==> config.mk <==
export PLATFORM = sky130hd
export DESIGN_NAME = dteTop
export DESIGN_NICKNAME = d
export VERILOG_FILES = /design/src/logic/dtePkg.sv /design/src/logic/dteIfc.sv /design/src/logic/creditFifo.sv /design/src/logic/dteDecode.sv /design/src/logic/dteExecute.sv /design/src/logic/dteResult.sv /design/src/logic/dteTop.sv
export SDC_FILE = /design/constraint.sdc
export NUM_CORES = 1
export LEC_CHECK = 0
export BUFFER_PORTS_ARGS = -buffer_cell sky130_fd_sc_hd__buf_4
export CORE_MARGIN = 2
export CORE_UTILIZATION = 60
export DETAILED_ROUTE_END_ITERATION = 10
export GPL_TIMING_DRIVEN = 0
export PLACE_DENSITY = 0.8
export SKIP_CTS_REPAIR_TIMING = 1
export SYNTH_ARGS = -nofsm -noshare
export SYNTH_HDL_FRONTEND = slang
export SYNTH_HIERARCHICAL = 1
export SYNTH_SLANG_ARGS = --single-unit
export TNS_END_PERCENT = 10
==> constraint.sdc <==
create_clock -name clk -period 14.5 [get_ports clk]
set_clock_uncertainty 0.05 [all_clocks]
set_input_delay 2.175 -clock clk [delete_from_list [all_inputs] [get_ports clk]]
set_output_delay 2.175 -clock clk [all_outputs]
set_load 0.03 [all_outputs]
==> src/logic/dtePkg.sv <==
`default_nettype none

package dtePkg;

  localparam int DefTickWidth  = 32;
  localparam int DefReqDepth   = 4;
  localparam int DefReplyDepth = 4;

  typedef logic [0:35] tWord;   // bit 0 is the msb as on the backplane

  typedef enum logic [2:0] {
    dteMisc            = 3'd0,
    dteDiagWrite       = 3'd1,
    dteDiagFunc        = 3'd2,
    dteDiagRead        = 3'd3,
    dteReleaseEBUSData = 3'd4
  } tReqType;

  // codes as they appear on the bus select lines
  typedef enum logic [6:0] {
    diagNone       = 7'o000,
    funcStart      = 7'o001,
    funcStop       = 7'o002,
    funcSingleStep = 7'o004,
    funcClrReset   = 7'o006,
    funcSetReset   = 7'o007,
    ldDiagAr       = 7'o042,
    rdDiagAr       = 7'o043,
    clrCROBAR      = 7'o070
  } tDiagFunction;

  typedef struct packed {
    tReqType                 reqType;
    tDiagFunction            diagReq;
    tWord                    reqData;
    logic [DefTickWidth-1:0] reqTime;   // tick at which the request may run
  } tRequest;

  typedef struct packed {
    tReqType                 replyType;
    tDiagFunction            replyFunc;
    tWord                    replyData;   // bus word sampled at the action
    logic [DefTickWidth-1:0] replyTime;
  } tReply;

endpackage

`default_nettype wire

==> src/logic/dteIfc.sv <==
`default_nettype none

// decode offers the due head request to execute
interface dteReqIfc #(
  parameter int TickWidth = dtePkg::DefTickWidth
);
  import dtePkg::*;

  logic                 valid;
  logic                 ready;
  tRequest              item;
  logic [TickWidth-1:0] tick;   // tick at the offer

  modport decode (
    output valid,
    output item,
    output tick,
    input  ready
  );

  modport execute (
    input  valid,
    input  item,
    input  tick,
    output ready
  );
endinterface

// execute hands the finished action to result
interface dteExecIfc #(
  parameter int TickWidth = dtePkg::DefTickWidth
);
  import dtePkg::*;

  logic                 valid;
  logic                 ready;
  tReqType              reqType;
  tDiagFunction         func;
  tWord                 data;
  logic [TickWidth-1:0] tick;

  modport execute (output valid, output reqType, output func, output data, output tick,
                   input ready);

  modport result (input valid, input reqType, input func, input data, input tick,
                  output ready);
endinterface

`default_nettype wire

==> src/logic/creditFifo.sv <==
`default_nettype none

module creditFifo #(
  parameter type ItemType = logic,
  parameter int  Depth    = 4
) (
  input  wire logic    clk,
  input  wire logic    reqPending,
  input  wire logic    push,
  input  wire ItemType pushItem,
  input  wire logic    pop,
  output ItemType      popItem,
  output logic         empty,
  output logic         full,
  output logic         creditReturn
);

  localparam int PtrWidth = (Depth > 1) ? $clog2(Depth) : 1;
  localparam int CntWidth = $clog2(Depth + 1);

  ItemType             mem [Depth];
  logic [PtrWidth-1:0] rdPtr;
  logic [PtrWidth-1:0] wrPtr;
  logic [CntWidth-1:0] count;

  // wraps at Depth, so any depth works
  function automatic logic [PtrWidth-1:0] nextPtr(input logic [PtrWidth-1:0] p);
    return (p == PtrWidth'(Depth - 1)) ? '0 : p + 1'b1;
  endfunction

  assign empty   = (count == '0);
  assign full    = (count == CntWidth'(Depth));
  assign popItem = mem[rdPtr];

  always_ff @(posedge clk) begin
    if (push) mem[wrPtr] <= pushItem;
  end

  always_ff @(posedge clk or negedge reqPending) begin
    if (!reqPending) begin
      rdPtr        <= '0;
      wrPtr        <= '0;
      count        <= '0;
      creditReturn <= 1'b0;
    end else begin
      if (push) wrPtr <= nextPtr(wrPtr);
      if (pop) rdPtr <= nextPtr(rdPtr);
      if (push && !pop) begin
        count <= count + 1'b1;
      end else if (pop && !push) begin
        count <= count - 1'b1;
      end
      creditReturn <= pop;   // one slot freed, one credit back
    end
  end

endmodule

`default_nettype wire

==> src/logic/dteDecode.sv <==
`default_nettype none

module dteDecode #(
  parameter int TickWidth = dtePkg::DefTickWidth,
  parameter int ReqDepth  = dtePkg::DefReqDepth
) (
  input  wire logic           clk,
  input  wire logic           reqPending,
  input  wire logic           reqValid,
  input  wire dtePkg::tRequest reqIn,
  output logic                reqCreditReturn,
  dteReqIfc.decode            issue
);
  import dtePkg::*;

  logic [TickWidth-1:0] ticks;
  logic [TickWidth-1:0] headTime;
  tRequest              head;
  logic                 empty;
  logic                 full;
  logic                 push;
  logic                 pop;
  logic                 due;

  // free-running tick counter
  always_ff @(posedge clk or negedge reqPending) begin
    if (!reqPending) begin
      ticks <= '0;
    end else begin
      ticks <= ticks + 1'b1;
    end
  end

  // a host over its credits would overrun the queue, so its request is dropped
  assign push = reqValid && !full;

  creditFifo #(
    .ItemType (tRequest),
    .Depth    (ReqDepth)
  ) reqQueue (
    .clk          (clk),
    .reqPending   (reqPending),
    .push         (push),
    .pushItem     (reqIn),
    .pop          (pop),
    .popItem      (head),
    .empty        (empty),
    .full         (full),
    .creditReturn (reqCreditReturn)
  );

  assign headTime = head.reqTime[TickWidth-1:0];

  // only the head is scheduled, later requests wait behind it
  assign due = !empty && (ticks >= headTime);

  assign issue.valid = due;
  assign issue.item  = head;
  assign issue.tick  = ticks;   // follows the counter while execute stalls

  assign pop = due && issue.ready;

endmodule

`default_nettype wire

==> src/logic/dteExecute.sv <==
`default_nettype none

module dteExecute (
  input  wire logic        clk,
  input  wire logic        reqPending,
  dteReqIfc.execute        issue,
  dteExecIfc.execute       done,
  input  wire dtePkg::tWord ebusData,
  output dtePkg::tDiagFunction ebusDs,
  output logic             diagStrobe,
  output logic             ebusDriving,
  output dtePkg::tWord     ebusDriveData,
  output logic             crobar
);
  import dtePkg::*;

  tRequest req;
  logic    take;
  logic    strobeReq;

  assign req = issue.item;

  // the result slot is free, or result takes it this cycle
  assign issue.ready = !done.valid || done.ready;
  assign take        = issue.valid && issue.ready;

  assign strobeReq = (req.reqType == dteDiagWrite) || (req.reqType == dteDiagFunc);

  always_ff @(posedge clk or negedge reqPending) begin
    if (!reqPending) begin
      done.valid    <= 1'b0;
      diagStrobe    <= 1'b0;
      ebusDs        <= diagNone;
      ebusDriving   <= 1'b0;
      ebusDriveData <= '0;
      crobar        <= 1'b1;   // machine held in crowbar until cleared
    end else begin
      done.valid <= take || (done.valid && !done.ready);
      diagStrobe <= take && strobeReq;   // single cycle per request
      if (take) begin
        case (req.reqType)
          dteDiagWrite: begin
            ebusDs        <= req.diagReq;
            ebusDriving   <= 1'b1;
            ebusDriveData <= req.reqData;
          end
          dteDiagFunc:  ebusDs <= req.diagReq;
          dteReleaseEBUSData: begin
            ebusDriving   <= 1'b0;
            ebusDriveData <= '0;
          end
          dteMisc: begin
            if (req.diagReq == clrCROBAR) crobar <= 1'b0;
          end
          default: ;   // a read drives nothing
        endcase
      end
    end
  end

  // bus word is taken on the transfer cycle, before this action drives anything
  always_ff @(posedge clk) begin
    if (take) begin
      done.reqType <= req.reqType;
      done.func    <= req.diagReq;
      done.data    <= ebusData;
      done.tick    <= issue.tick;
    end
  end

endmodule

`default_nettype wire

==> src/logic/dteResult.sv <==
`default_nettype none

module dteResult #(
  parameter int TickWidth  = dtePkg::DefTickWidth,
  parameter int ReplyDepth = dtePkg::DefReplyDepth
) (
  input  wire logic             clk,
  input  wire logic             reqPending,
  dteExecIfc.result             done,
  input  wire logic             replyCredit,
  output logic                  replyValid,
  output dtePkg::tReqType       replyType,
  output dtePkg::tDiagFunction  replyFunc,
  output dtePkg::tWord          replyData,
  output logic [TickWidth-1:0]  replyTime
);
  import dtePkg::*;

  localparam int CreditWidth = $clog2(ReplyDepth + 1) + 4;   // host may grant ahead

  tReply                  newReply;
  tReply                  headReply;
  logic                   push;
  logic                   pop;
  logic                   empty;
  logic                   full;
  logic [CreditWidth-1:0] credits;

  assign done.ready = !full;
  assign push       = done.valid && !full;

  assign newReply = '{
    replyType: done.reqType,
    replyFunc: done.func,
    replyData: done.data,
    replyTime: DefTickWidth'(done.tick)
  };

  creditFifo #(
    .ItemType (tReply),
    .Depth    (ReplyDepth)
  ) replyQueue (
    .clk          (clk),
    .reqPending   (reqPending),
    .push         (push),
    .pushItem     (newReply),
    .pop          (pop),
    .popItem      (headReply),
    .empty        (empty),
    .full         (full),
    .creditReturn (replyValid)   // pulse lines up with the registered fields
  );

  assign pop = !empty && (credits != '0);

  always_ff @(posedge clk or negedge reqPending) begin
    if (!reqPending) begin
      credits <= '0;
    end else begin
      case ({replyCredit, pop})
        2'b10:   credits <= credits + 1'b1;
        2'b01:   credits <= credits - 1'b1;
        default: ;   // granted and spent together
      endcase
    end
  end

  always_ff @(posedge clk) begin
    if (pop) begin
      replyType <= headReply.replyType;
      replyFunc <= headReply.replyFunc;
      replyData <= headReply.replyData;
      replyTime <= headReply.replyTime[TickWidth-1:0];
    end
  end

endmodule

`default_nettype wire

==> src/logic/dteTop.sv <==
`default_nettype none

module dteTop #(
  parameter int TickWidth  = dtePkg::DefTickWidth,   // 32 at most
  parameter int ReqDepth   = dtePkg::DefReqDepth,
  parameter int ReplyDepth = dtePkg::DefReplyDepth
) (
  input  wire logic                 clk,
  input  wire logic                 reqPending,

  input  wire logic                 reqValid,
  input  wire dtePkg::tReqType      reqType,
  input  wire dtePkg::tDiagFunction diagReq,
  input  wire dtePkg::tWord         reqData,
  input  wire logic [TickWidth-1:0] reqTime,
  output logic                      reqCreditReturn,

  input  wire dtePkg::tWord         ebusData,
  output dtePkg::tDiagFunction      ebusDs,
  output logic                      diagStrobe,
  output logic                      ebusDriving,
  output dtePkg::tWord              ebusDriveData,
  output logic                      crobar,

  input  wire logic                 replyCredit,
  output logic                      replyValid,
  output dtePkg::tReqType           replyType,
  output dtePkg::tDiagFunction      replyFunc,
  output dtePkg::tWord              replyData,
  output logic [TickWidth-1:0]      replyTime
);
  import dtePkg::*;

  dteReqIfc  #(.TickWidth(TickWidth)) issueBus ();
  dteExecIfc #(.TickWidth(TickWidth)) doneBus ();

  dteDecode #(
    .TickWidth (TickWidth),
    .ReqDepth  (ReqDepth)
  ) decode0 (
    .clk             (clk),
    .reqPending      (reqPending),
    .reqValid        (reqValid),
    .reqIn           (tRequest'{reqType, diagReq, reqData, DefTickWidth'(reqTime)}),
    .reqCreditReturn (reqCreditReturn),
    .issue           (issueBus.decode)
  );

  dteExecute execute0 (
    .clk           (clk),
    .reqPending    (reqPending),
    .issue         (issueBus.execute),
    .done          (doneBus.execute),
    .ebusData      (ebusData),
    .ebusDs        (ebusDs),
    .diagStrobe    (diagStrobe),
    .ebusDriving   (ebusDriving),
    .ebusDriveData (ebusDriveData),
    .crobar        (crobar)
  );

  dteResult #(
    .TickWidth  (TickWidth),
    .ReplyDepth (ReplyDepth)
  ) result0 (
    .clk         (clk),
    .reqPending  (reqPending),
    .done        (doneBus.result),
    .replyCredit (replyCredit),
    .replyValid  (replyValid),
    .replyType   (replyType),
    .replyFunc   (replyFunc),
    .replyData   (replyData),
    .replyTime   (replyTime)
  );

endmodule

`default_nettype wire

==> results.toml, run 1 <==
[clock_tree]
root_buffer = "clkbuf_16"
htree_levels = 3
cts_buffer_depth = 3
clk-insertion-delay-late_ns = 0.63
cts_tree = "yes"
clkSinkCount = 882
cts_buffers = 85
path_clk_slew_ns = 0.06

[yosys]
synth_fp_nets = 1653
synth.distinct_cells = 57
muxShareOfSynthArea_pct = 11.1
yosysWarnings = 6
synth_top_family_by_area = "multiplexers"
yosys.area_share.simple_pct = 2.43
ys_seq_area_share_pct = 78.9
synth_cells = 1481
yosys_register_bits = 882
synthesis.area_um2 = 32900
synth_compound_area_share_pct = 2.04
syn_area_per_cell_um2 = 22.2
synth_fa_ha_area_share_pct = 2.12
synth_xor_area_share_pct = 1.12

[setup_path]
worst_setup_path_start_kind = "flop"
cp.arrival_ns = 5.42
crit_fanout = 10
cpMaxStageDelayCell = "o41ai_1"
worstPathRequired_ns = 14.98
crit_chain = "buf_6, buf_12, mux4_2, ha_1, nand2b_1, a2111oi_0, a2111oi_0, o41ai_1, a21oi_1, inv_1, ha_1, inv_1, fa_1, xor2_1, nor2_1, xor2_1"
criticalPathCategory = "flop to flop"
end_kind = "flop"
max_stage_delay_ns = 0.90

[floorplan]
rows = 85
start_util_pct = 60.9
io_pins = 244
coreArea_um2 = 54000
die_h_um = 238
die_x_um = 238
die-area_um2 = 56800

[grt]
grt_max_degree = 67
grt.overflow.total = 0
antenna_found_initial = 3
track_usage_pct = 22.3
grt_pass1_vias = 16300
grt_pass1_wl_mm = 94.5

[sta]
hold_ws_ns = 0.423
worst_slew_pin_slew_ns = 0.977
tns_ns = 0
setup_viol = 0
slew_headroom_pct = 34.0
period_share_pct = 34.0
rsz0062_at_grt = "no"
min_period_ns = 4.94
drv_slew = 0
fmax_mhz = 203
setup_ws_ns = 9.56
finalHoldViolCount = 0

[route]
top_layer_used = "met5"
drc = 0
vias = 15200
postRouteAntennaNets = 0
vias_per_cell = 5.86
wl_per_cell_um = 23.7
dr_wl_met2_mm = 30.9
routed-wl-met3_mm = 4.21
drtIter0Drc = 1108
drt_first_pass_iters = 5
routed_wl_mm = 61.4
m1WireLength_mm = 24.8

[placed_design]
placedCellCount = 2434
place_area_um2 = 36000
gp_congestion = 0.754
dp_slack_ns = 9.45
portBuffers = 243
hpwlAfterDp_mm = 37.6

[cells_and_area]
seqCellArea_um2 = 26000
final_area_um2 = 38800
fill_cells = 3117
final_nets = 1997
fin_util_pct = 71.8
area_delta_synth_final_pct = 17.9
instances_no_fill = 2592
drive_above_1_share_pct = 32.7
multi_input_area_um2 = 6240

[hold_path]
worstHoldPathType = "flop to flop"

[power_and_ir_drop]
total_power_mw = 5.53
powerDensity_nw_per_um2 = 142
power_leakage_nw = 13.6
vdd_drop_max_v = 0.000111

[job]
max_cap_viol_count = 0

[outcome]
status = "completed"
## kinds of logic after synthesis
| logic type | after synthesis |
|---|---|
| AND/OR/NAND/NOR | 131 |
| buffers and inverters | 110 |
| flip-flops | 882 |
| XOR/XNOR | 42 |
| AO/OA/AOI/OAI | 92 |
| multiplexers | 170 |
| adder cells (fa/ha/maj) | 54 |
## path summary, 6_finish.rpt
kind | startpoint | to | slack [ns] | cells after the start
worst max-delay path | decode0/reqQueue/rdPtr[0] | decode0/reqQueue/count[2] | 9.56 | 16
worst min register to register | execute0/crobar | execute0/crobar | 0.42 | 2
min in group asynchronous | reqPending | execute0/ebusDriveData[16] | 1.50 | 1
worst max register to register | decode0/reqQueue/rdPtr[0] | decode0/reqQueue/count[2] | 9.56 | 16
max in group asynchronous | reqPending | execute0/crobar | 12.12 | 2
worst min-delay path | execute0/crobar | execute0/crobar | 0.42 | 2
## flip-flops by register name (all words and copies together) (netlist names), 2 cells and up
register,count
decode0/reqQueue/mem,312
result0/replyQueue/mem,312
execute0/done.data,36
execute0/ebusDriveData,36
result0/replyData,36
decode0/issue.tick,32
execute0/done.tick,32
result0/replyTime,32
execute0/done.func,7
execute0/ebusDs,7
result0/credits,7
result0/replyFunc,7
decode0/reqQueue/count,3
execute0/done.reqType,3
result0/replyQueue/count,3
result0/replyType,3
decode0/reqQueue/rdPtr,2
decode0/reqQueue/wrPtr,2
result0/replyQueue/rdPtr,2
result0/replyQueue/wrPtr,2
## per-layer routing
| metal | global-route usage [%] | up-vias |
|---|---|---|
| met3 | 5.87 | 104 |
| li1 | - | 6713 |
| met2 | 37.0 | 475 |
| met4 | 6.34 | 4 |
| met5 | 0 | - |
| met1 | 29.7 | 7902 |
## synthesized netlist by cell type, drive strengths merged
library cell	count	share of area, %
nor4b	2	0.099
and4	2	0.053
nor3b	3	0.068
nand3	20	0.32
dfstp	1	0.080
xnor2	20	0.53
nor2b	6	0.14
xor2	22	0.59
a2111oi	3	0.080
nand4	14	0.37
inv	61	0.70
nand4b	2	0.072
or2	2	0.038
o31a	1	0.027
a21oi	20	0.30
a22o	36	0.96
or4	1	0.034
dfrtp	101	7.7
a21o	5	0.11
and3	4	0.080
a211oi	2	0.046
o41ai	7	0.19
o21a	1	0.023
mux2	13	0.44
nand2	27	0.31
mux4	156	11
nand2b	6	0.11
ha	51	1.9
buf	47	1.5
nor3	7	0.16
fa	3	0.18
edfxtp	780	71
and2	9	0.17
clkbuf	2	0.023
nor4	6	0.18
a31oi	2	0.038
or3	1	0.019
o211ai	1	0.038
o21ai	13	0.20
a221o	1	0.030
mux2i	1	0.030
nor2	19	0.22
## cell type report
type / instances / share of cell area, %
Sequential cell: 882 / 66.9
Multi-Input combinational cell: 489 / 16.1
Clock buffer: 120 / 6.00
Timing Repair Buffer: 257 / 5.64
Tap cell: 696 / 2.24
Buffer: 49 / 1.31
Clock inverter: 37 / 1.17
Inverter: 61 / 0.590
Antenna cell: 1 / 0.00645
## placed cells by master, fill, tap and decap left out, types with 6 or more instances in the layout
cell type and n:
o41ai_1 7, nand4_1 10, buf_2 25, clkinv_2 13
mux2_2 13, nand2_1 27, nand3_1 19, buf_12 19
buf_4 246, bufinv_16 8, nand2b_1 6, clkbuf_16 86
o21ai_0 9, ha_1 51, a22o_1 36, buf_16 11
xor2_1 22, dfrtp_1 101, mux4_2 156, clkinv_1 9
inv_1 61, edfxtp_1 780, and2_4 9, nor2_1 19
a21oi_1 19, xnor2_1 20, clkbuf_1 31
## power by group
group,internal (mW),leakage [nW],switching [mW]
logic,0.137,3.90,0.216
clock network,1.27,1.35,0.902
registers,2.95,8.35,0.0507
total,4.36,13.6,1.17
## worst max-delay path: cells and delay by family (launching register included)
kind	cells	cell delay, ns
XOR/XNOR	2	0.33
buffers and inverters	4	0.62
adder cells (fa/ha/maj)	3	0.88
multiplexers	1	0.55
flip-flops	1	0.37
AND/OR/NAND/NOR	2	0.25
AO/OA/AOI/OAI	4	1.77
Note: power is estimated with default switching activity, not from simulation.
==> inputs of run 2 (changes only) <==
CORE_UTILIZATION = 54   (was 60)
PLACE_DENSITY = 0.76   (was 0.8)
clock period = 4.05 ns   (was 14.5 ns; I/O delays follow)
==> run 2 against run 1 <==
  * The run now ends with negative hold slack left
  * Utilization shrank 6.2 points
  * First-iteration DRC count fell by 8.4%
  * Via count rose by 0.22%
  * Largest cell class unchanged
  * Global-route usage decreased by 2.2 points
  * Combinational power rose to 3.7 times the previous value
  * Count of clock-buffer cells in the layout decreased by 2
  * Highest routed layer unchanged
  * Largest power group unchanged
  * Total power rose to 3.7 times the previous value
  * Flip-flop and latch count is the same
==> results.toml, run 2 (synthesis gave the netlist of run 1 again) <==
[outcome]
status = "finished with violations"
violations = "negative hold slack"

[sta]
period_share_pct = 97.4
hold_ws_ns = -0.0327
finalHoldViolCount = 31
setup_viol = 0
fmax_mhz = 254
worst_slew_pin_slew_ns = 0.748
min_period_ns = 3.94
slew_headroom_pct = 50.1
drv_slew = 0

[hold_path]
worstHoldPathType = "primary input to async pin"

[floorplan]
die_x_um = 251
die_h_um = 251
rows = 90
start_util_pct = 54.5
die-area_um2 = 63000
io_pins = 244
coreArea_um2 = 60400

[route]
wl_per_cell_um = 23.1
drc = 0
drt_first_pass_iters = 5
postRouteAntennaNets = 0
drtIter0Drc = 1015
routed_wl_mm = 62.8
vias_per_cell = 5.61
vias = 15200

[clock_tree]
cts_buffer_depth = 3
root_buffer = "clkbuf_16"
htree_levels = 3
clk-insertion-delay-late_ns = 0.65
cts_buffers = 87
path_clk_slew_ns = 0.06
cts_tree = "yes"
clkSinkCount = 882

[setup_path]
max_stage_delay_ns = 0.52
crit_fanout = 7
reg2reg_from = "decode0/reqQueue/rdPtr[0]"
rrSetupSlack_ns = 0.11
worstPathRequired_ns = 4.51
r2r-end = "execute0/ebusDriveData[0]"
cp.arrival_ns = 4.40
end_kind = "flop"
criticalPathCategory = "flop to flop"
cpMaxStageDelayCell = "mux4_2"
worst_setup_path_start_kind = "flop"
rr_worst_depth = 15
crit_chain = "buf_12, buf_12, mux4_2, inv_1, ha_1, nand4_1, nor4_4, o41ai_4, buf_4, a21oi_4, nand2b_1, buf_6, or3_4, buf_6, a22o_1"

[placed_design]
gp_congestion = 0.753
portBuffers = 243
hpwlAfterDp_mm = 38.7
placedCellCount = 2520

[grt]
grt_pass1_vias = 16100
track_usage_pct = 20.1
grt.overflow.total = 0
antenna_found_initial = 4
grt_pass1_wl_mm = 95.0
grt_max_degree = 58

[cells_and_area]
drive_above_1_share_pct = 35.4
final_cell_mix = "edfxtp_1, buf_4, mux4_2"
top_regs = "decode0/reqQueue/mem x312, result0/replyQueue/mem x312"
fin_util_pct = 65.7
n_antenna_cell = 0
final_nets = 2032
area_delta_synth_final_pct = 20.4
mostFrequentLayoutCell = "edfxtp_1"
instances_no_fill = 2715
fill_cells = 3865

[power_and_ir_drop]
powerDensity_nw_per_um2 = 512
vdd_drop_max_v = 0.000390
power_leakage_nw = 13.9

[job]
max_cap_viol_count = 0
## run 2: cell types whose count changed in the layout (fill, tap and decap cells not counted), sizes merged
cell / delta
buf: +28
clkinvlp: +1
inv: +3
bufinv: +3
clkbuf: +2
and2: +1
diode: -1
## run 2: metal layers
layer	vias up	wire length, µm	track usage, %
li1	6770	-	-
met1	7940	25900	26.9
met2	424	31500	33.2
met3	92	4030	4.81
met4	6	1300	6.38
met5	-	45	0
## run 2: through the flow
stage,total power [mW],cell area [µm²],setup TNS (ns),worst slack [ns]
2_1_floorplan,11.6,32900,-66.65,-0.854
3_3_place_gp,12.1,35700,-762.16,-2.82
3_5_place_dp,12.2,36100,-82.24,-0.981
4_1_cts,20.4,39100,-87.98,-1.00
5_1_grt,21.0,39600,-0.0389,-0.0376
6_report,20.3,39600,0,0.106
## run 2: worst max path at each step
stage / end / slack, ns / from
floorplan: execute0/done.data[0] / -0.85 / decode0/reqQueue/rdPtr[0]
global placement: execute0/done.data[29] / -2.82 / decode0/reqQueue/rdPtr[0]
detailed placement: decode0/reqQueue/count[2] / -0.98 / decode0/reqQueue/rdPtr[0]
CTS: decode0/reqQueue/count[2] / -1.00 / decode0/reqQueue/rdPtr[0]
global route: decode0/reqQueue/count[2] / -0.04 / decode0/reqQueue/rdPtr[0]
finish: execute0/ebusDriveData[0] / 0.11 / decode0/reqQueue/rdPtr[0]
## run 2: layout make-up
| cell class | count | area, µm² | share of cell area, % |
|---|---|---|---|
| tap | 782 | 978 | 2.47 |
| timing repair buffer | 289 | 2510 | 6.33 |
| sequential | 882 | 26000 | 65.6 |
| clock buffer | 118 | 2410 | 6.07 |
| clock inverter | 44 | 557 | 1.41 |
| multi-input combinational | 490 | 6430 | 16.2 |
| buffer | 49 | 538 | 1.36 |
| inverter | 61 | 229 | 0.578 |
## run 2: report_power, final
group | internal (mW) | switching (mW)
clock | 4.91 | 3.33
sequential | 10.6 | 0.180
combinational | 0.506 | 0.790
## run 2: worst max-delay path: cells and delay by family (launching register included)
kind	cells	cell delay [ns]
simple gates	4	1.13
compound gates	3	0.62
mux	1	0.52
fa+ha+maj	1	0.17
flops	1	0.43
buf+inv	6	0.85
